--- src/include/result_config.svh ---
`ifndef RESULT_CONFIG_SVH
`define RESULT_CONFIG_SVH

// APB bus widths
`define RES_ADDR_W        12
`define RES_DATA_W        32
`define RES_STRB_W        (`RES_DATA_W / 8)

// Data RAM from 0x000 to 0x3FF
`define RES_RAM_WORDS     256

// Answer table from 0x800 to 0x83F
`define RES_ANS_BASE      12'h800
`define RES_ANS_WORDS     16

// Test port
`define RES_PORT_ADDR     12'hFFC

// One run checks this many results
`define RES_CHECK_NUM     7
`define RES_BEGIN_SYMBOL  32'h00000168   // After byte swap

`endif

--- src/design/result_pkg.sv ---
`include "result_config.svh"

package result_pkg;

	// Master to slave
	typedef struct packed {
		logic [`RES_ADDR_W-1:0] paddr;
		logic                   psel;
		logic                   penable;
		logic                   pwrite;
		logic [`RES_DATA_W-1:0] pwdata;
		logic [`RES_STRB_W-1:0] pstrb;
	} apb_req_t;

	// Slave to master
	typedef struct packed {
		logic [`RES_DATA_W-1:0] prdata;
		logic                   pready;
		logic                   pslverr;
	} apb_rsp_t;

	// Result checker FSM
	typedef enum logic [1:0] {
		CHK_IDLE   = 2'd0,
		CHK_RUN    = 2'd1,
		CHK_REPORT = 2'd2
	} check_state_e;

	// Address map regions
	typedef enum logic [1:0] {
		REG_RAM  = 2'd0,
		REG_ANS  = 2'd1,
		REG_PORT = 2'd2,
		REG_NONE = 2'd3
	} region_e;

endpackage

--- src/design/apb_decoder.sv ---
`timescale 1ns/100ps
`include "result_config.svh"

module apb_decoder (
	input  logic                clk,
	input  logic                rst,
	input  result_pkg::apb_req_t bus_req,
	output result_pkg::apb_rsp_t bus_rsp,
	output result_pkg::apb_req_t ram_req,
	output result_pkg::apb_req_t chk_req,
	input  result_pkg::apb_rsp_t ram_rsp,
	input  result_pkg::apb_rsp_t chk_rsp
);

	localparam logic [`RES_ADDR_W-1:0] RAM_TOP = `RES_ADDR_W'(`RES_RAM_WORDS * 4);
	localparam logic [`RES_ADDR_W-1:0] ANS_TOP = `RES_ADDR_W'(`RES_ANS_BASE + `RES_ANS_WORDS * 4);

	result_pkg::region_e region;
	result_pkg::region_e region_q;
	logic                pending;

	always_comb begin
		if (bus_req.paddr < RAM_TOP)
			region = result_pkg::REG_RAM;
		else if (bus_req.paddr >= `RES_ANS_BASE && bus_req.paddr < ANS_TOP)
			region = result_pkg::REG_ANS;
		else if (bus_req.paddr == `RES_PORT_ADDR)
			region = result_pkg::REG_PORT;
		else
			region = result_pkg::REG_NONE;
	end

	always_comb begin
		ram_req = bus_req;
		chk_req = bus_req;
		ram_req.psel = bus_req.psel && (region == result_pkg::REG_RAM);
		chk_req.psel = bus_req.psel && (region == result_pkg::REG_ANS ||
			region == result_pkg::REG_PORT);    // Checker splits these itself
	end

	// Latched in the setup cycle and held through wait states
	always_ff @(posedge clk or negedge rst) begin
		if (!rst)
			region_q <= result_pkg::REG_NONE;
		else if (bus_req.psel && !bus_req.penable)
			region_q <= region;
	end

	always_comb begin
		bus_rsp = '0;
		case (region_q)
			result_pkg::REG_RAM: bus_rsp = ram_rsp;
			result_pkg::REG_ANS,
			result_pkg::REG_PORT: bus_rsp = chk_rsp;
			default: begin
				bus_rsp.pready  = bus_req.psel && bus_req.penable;
				bus_rsp.pslverr = bus_req.psel && bus_req.penable;    // Unmapped
			end
		endcase
	end

	assign pending = bus_req.psel && !(bus_req.penable && bus_rsp.pready);

	// Master keeps the request steady until the selected target completes it
	a_req_stable: assert property (@(posedge clk) disable iff (!rst)
		pending |=> bus_req.psel && $stable(bus_req.paddr));

endmodule

--- config.mk ---
export PLATFORM = sky130hd
export DESIGN_NAME = apb_decoder
export DESIGN_NICKNAME = d
export VERILOG_FILES = /design/src/design/result_pkg.sv /design/src/design/apb_decoder.sv
export VERILOG_INCLUDE_DIRS = /design/src /design/src/include
export SDC_FILE = /design/constraint.sdc
export NUM_CORES = 1
export LEC_CHECK = 0
export BUFFER_PORTS_ARGS = -buffer_cell sky130_fd_sc_hd__buf_2
export CAP_MARGIN = 30
export CORE_AREA = 2 2 99 101
export CTS_CLUSTER_DIAMETER = 150
export DETAILED_ROUTE_END_ITERATION = 8
export DIE_AREA = 0 0 101 103
export PLACE_DENSITY = 0.56
export SETUP_SLACK_MARGIN = 0.1
export SLEW_MARGIN = 40
export SYNTH_ARGS = -nofsm -noshare
export SYNTH_HDL_FRONTEND = slang
export SYNTH_SLANG_ARGS = --single-unit
--- constraint.sdc ---
create_clock -name clk -period 2.58 [get_ports clk]
set_input_delay 0.258 -clock clk [delete_from_list [all_inputs] [get_ports clk]]
set_output_delay 0.258 -clock clk [all_outputs]
set_load 0.01 [all_outputs]
After elaboration in Yosys (flattened, before gate mapping)
Index checks and enable logic that the tools add are counted.
{"block": "word_totals", "in_bits": 121, "word_cells": 24, "ff_bits": 2}
{"block": "op_classes", "mux": 5, "n_reduce_logical": 10, "eq_ne": 5, "order_cmp": 3}
{"op": "32-bit one-hot mux with 2 select lines", "n": 1}
{"op": "12-bit equality test (second input constant)", "n": 1}
{"op": "12-bit >= comparator (second input constant)", "n": 1}
{"op": "12-bit by 11-bit less-than comparator with 1-bit output (second input constant)", "n": 1}
{"op": "12-bit less-than comparator (second input constant)", "n": 1}
{"op": "1-bit logical AND", "n": 5}
{"op": "2-bit by 1-bit equality test with 1-bit output (second input constant)", "n": 2}
{"op": "2-bit equality test (second input constant)", "n": 2}
{"op": "2-bit zero test", "n": 2}
{"op": "2-bit two-way mux", "n": 2}
{"op": "2-bit one-hot mux with 2 select lines", "n": 1}
{"op": "2-bit OR reduction", "n": 1}
{"op": "1-bit zero test", "n": 1}
{"op": "1-bit logical OR", "n": 1}
{"op": "1-bit two-way mux", "n": 1}

Depth between registers and ports, before layout
{"block": "depth", "ltp_word": 7, "mapped_depth": 6, "ltp_nobuf": 5}

Least setup slack after synthesis
OpenSTA, ideal clock, no wires.
{"block": "synth_timing", "path_type": "register to output", "start": "reg region_q[0]", "end": "out bus_rsp[12] in the netlist's numbering", "stages_incl_launch_ff": 7, "slack_ps": 726, "t_arrival_ps": 1596, "cell_sequence": "dfstp_2 > inv_1 > ha_1 > clkbuf_1 > clkbuf_1 > a22oi_1 > nor2_1"}
{"element": "start, declared", "line": "apb_decoder.sv:19", "source": "result_pkg::region_e region_q;"}
{"element": "start signal, assigned", "line": "apb_decoder.sv:44", "source": "region_q <= result_pkg::REG_NONE;"}
{"element": "start signal, assigned", "line": "apb_decoder.sv:46", "source": "region_q <= region;"}
{"element": "end, declared", "line": "apb_decoder.sv:8", "source": "output result_pkg::apb_rsp_t bus_rsp,"}

==> run_results.csv <==
group,metric,value,unit
outcome,outcome,"complete, no violations",
sta,worstMarginPinSlew,0.513,ns
hold_path,min_path_type,"in -> reg",
power,p_sw,0.251,mW
clocking,clkSinkCount,2,
power,power_density,369,mW/mm2
floorplanning,fp.dieW,101,um
yosys,synthCells,204,
yosys,syn_nets,328,
global_route,antenna_found_initial,0,
power,total_power,0.573,mW
cells_and_area,reg_top3,"region_q (2)",
setup_path,cp_max_fo,20,
setup_path,worstPathRequired,2.32,ns
yosys,syn_avg_cell_area,6.81,um2
clocking,root_buffer,"clkbuf_8",
floorplanning,rows,36,
power,pwr-share-comb,71.0,%
cells_and_area,final_common_cell,"buf_2",
global_route,grt_first_pass_wirelength,5.79,mm
clocking,ctsHtreeMaxLevel,1,
yosys,muxShareOfSynthArea,0.721,%
setup_path,worst-r2r-cell-count,3,
floorplanning,num_io_pins,257,
placement,place_ws,0.666,ns
sta,clock.fmax,0.496,GHz
yosys,synth_cell_types,19,
global_route,grt_max_degree,24,
yosys,synth_compound_area_share,21.1,%
clocking,cts_max_path_buffers,2,
sta,post-route-min-period,2.02,ns
placement,place_congestion,0.656,
placement,io_buffers,145,
setup_path,ff2ff_setup_slack,1.65,ns
setup_path,arrival,1.76,ns
global_route,grt_pass1_vias,1191,
sta,setup_violations,0,
hold_path,worstHoldPathCells,2,
routing,first_pass_iters,4,
setup_path,cp-end-kind,"output pin",
sta,setup_tns,0,ns
sta,finalHoldViolCount,0,
yosys,synth_top_family_by_area,"buffers and inverters",
floorplanning,core_area,0.00946,mm2
routing,ant_nets,0,
yosys,synth_seq_cells,2,
yosys,seq_area_frac_synth,3.78,%
sta,grt_setup_unrepaired,"false",
setup_path,worst-setup-path-type,"reg -> out",
floorplanning,initial_core_util,14.7,%
global_route,grt_overflow,0,
routing,wirelength,4.35,mm
power,ir_worst_vdd,0.000160,V
placement,dp_hpwl,3.71,mm
sta,finalCritPeriodShare,78.2,%
global_route,grt_util_all_layers,7.24,%
routing,drtIter0Drc,15,
power,intPower,0.322,mW
cells_and_area,num_antenna_cells,0,
sta,slew_headroom,65.8,%
clocking,cts_buffers,3,
cells_and_area,final_nets,372,
power,clockPowerShare,21.9,%
yosys,yosys.area_share.xor_xnor,0,%
clocking,cts_setup_buffers,0,
routing,wl_per_cell,12.1,um
routing,drc,0,
yosys,synthSimpleGateAreaFrac,13.6,%
cells_and_area,multi_input_area,532,um2
cells_and_area,regMostFlops,"region_q",
floorplanning,fp.dieH,103,um
cells_and_area,largest_register_ffs,2,
power,power.leakage,0.873,nW
cells_and_area,layout_common_cells,"145 x buf_2, 36 x nor2_1, 32 x a22oi_1, 5 x buf_4",
cells_and_area,regArea,52.6,um2
job,drv_cap,0,
routing,dr_total_vias,1427,
clocking,cts.clk_slew.worst_paths,0.03,ns
routing,routed_via_density,3.96,
yosys,yosysWarnings,0,
sta,slew_violations,0,
cells_and_area,drive_gt1_share,63.8,%
power,swShare,43.9,%
clocking,cts_tree,"yes",
yosys,synthAdderAreaFrac,2.70,%
floorplanning,dieArea,0.0104,mm2
sta,final.setup_skew,0,ns
power,seq_power_share,7.1,%
clocking,cts-hold-fix-buffers,1,
sta,setup_slack,0.562,ns
clocking,cts-resized-gates,0,
yosys,mappedNetlistArea,0.00139,mm2
clocking,insertion_delay,0.21,ns
setup_path,critPathLaunchType,"register",
cells_and_area,syn2layout_area_growth,11.8,%
cells_and_area,fillers,1096,
[stage by stage]
stage	instance area (um2)	hold slack, ns	instances	utilization, %
2_1_floorplan	1390	0.110	204	-
3_3_place_gp	1500	0.219	356	15.8
3_5_place_dp	1500	0.210	356	15.9
4_1_cts	1550	0.367	360	16.4
5_1_grt	1550	0.377	360	16.4
6_report	1550	0.365	360	16.4
[kinds of logic (layout without fill, tap and decap cells)]
family                   after synthesis  after routing
AO/OA/AOI/OAI                         39             39
AND/OR/NAND/NOR                       44             44
flip-flops                             2              2
multiplexers                           1              1
buffers and inverters                115            157
adder cells (fa/ha/maj)                3              3
[Yosys cell counts]
| cell type | number | area share (%) |
|---|---|---|
| a21boi_0 | 1 | 0.54 |
| a21oi_1 | 2 | 0.72 |
| a221oi_1 | 2 | 1.3 |
| a22oi_1 | 32 | 17 |
| and2_1 | 2 | 0.90 |
| buf_4 | 100 | 54 |
| clkbuf_1 | 12 | 3.2 |
| dfstp_2 | 2 | 3.8 |
| ha_1 | 3 | 2.7 |
| inv_1 | 3 | 0.81 |
| mux2i_1 | 1 | 0.72 |
| nand2_1 | 1 | 0.27 |
| nand4_1 | 2 | 0.90 |
| nor2_1 | 36 | 9.7 |
| nor2b_1 | 1 | 0.45 |
| o22ai_1 | 1 | 0.45 |
| o41a_1 | 1 | 0.81 |
| or4_1 | 1 | 0.54 |
| or4_4 | 1 | 0.81 |
[critical path, stage by stage, from the launching register on]
cell and delay (ns):
dfstp_2 0.53, inv_1 0.04, ha_2 0.32, buf_4 0.24
a22oi_1 0.13, nor2_1 0.13, buf_2 0.16
[cell type report]
cell class,count,share of cell area [%]
Multi-Input combinational cell,87,34.2
Sequential cell,2,3.38
Clock buffer,3,2.66
Inverter,3,0.725
Timing Repair Buffer,151,49.8
Tap cell,114,9.19
[routing by layer]
metal | vias to the layer above | track usage (%) | wire, um | share of wire, %
li1 | 673 | - | - | -
met1 | 611 | 6.58 | 1490 | 34
met2 | 109 | 13.9 | 2150 | 49
met3 | 34 | 1.56 | 452 | 10
met4 | 0 | 5.72 | 255 | 5.9
met5 | - | 0 | 0 | 0
[final timing paths]
kind | to | start
min reg2reg | region_q[1] | region_q[1]
max reg2reg | region_q[0] | region_q[0]
min | region_q[0] | bus_req[37]
min in group asynchronous | region_q[0] | rst
max in group asynchronous | region_q[1] | rst
max | bus_rsp[32] | region_q[1]
[power by group through the flow]
| stage | combinational [mW] | sequential (mW) | clock (mW) |
|---|---|---|---|
| after detailed placement | 0.412 | 0.0409 | 0 |
| after floorplan | 0.361 | 0.0404 | 0 |
| after global placement | 0.403 | 0.0406 | 0 |
| after global routing | 0.458 | 0.0412 | 0.128 |
| final | 0.407 | 0.0407 | 0.125 |
| after CTS | 0.415 | 0.0407 | 0.128 |
Note: power is estimated with default switching activity, not from simulation.
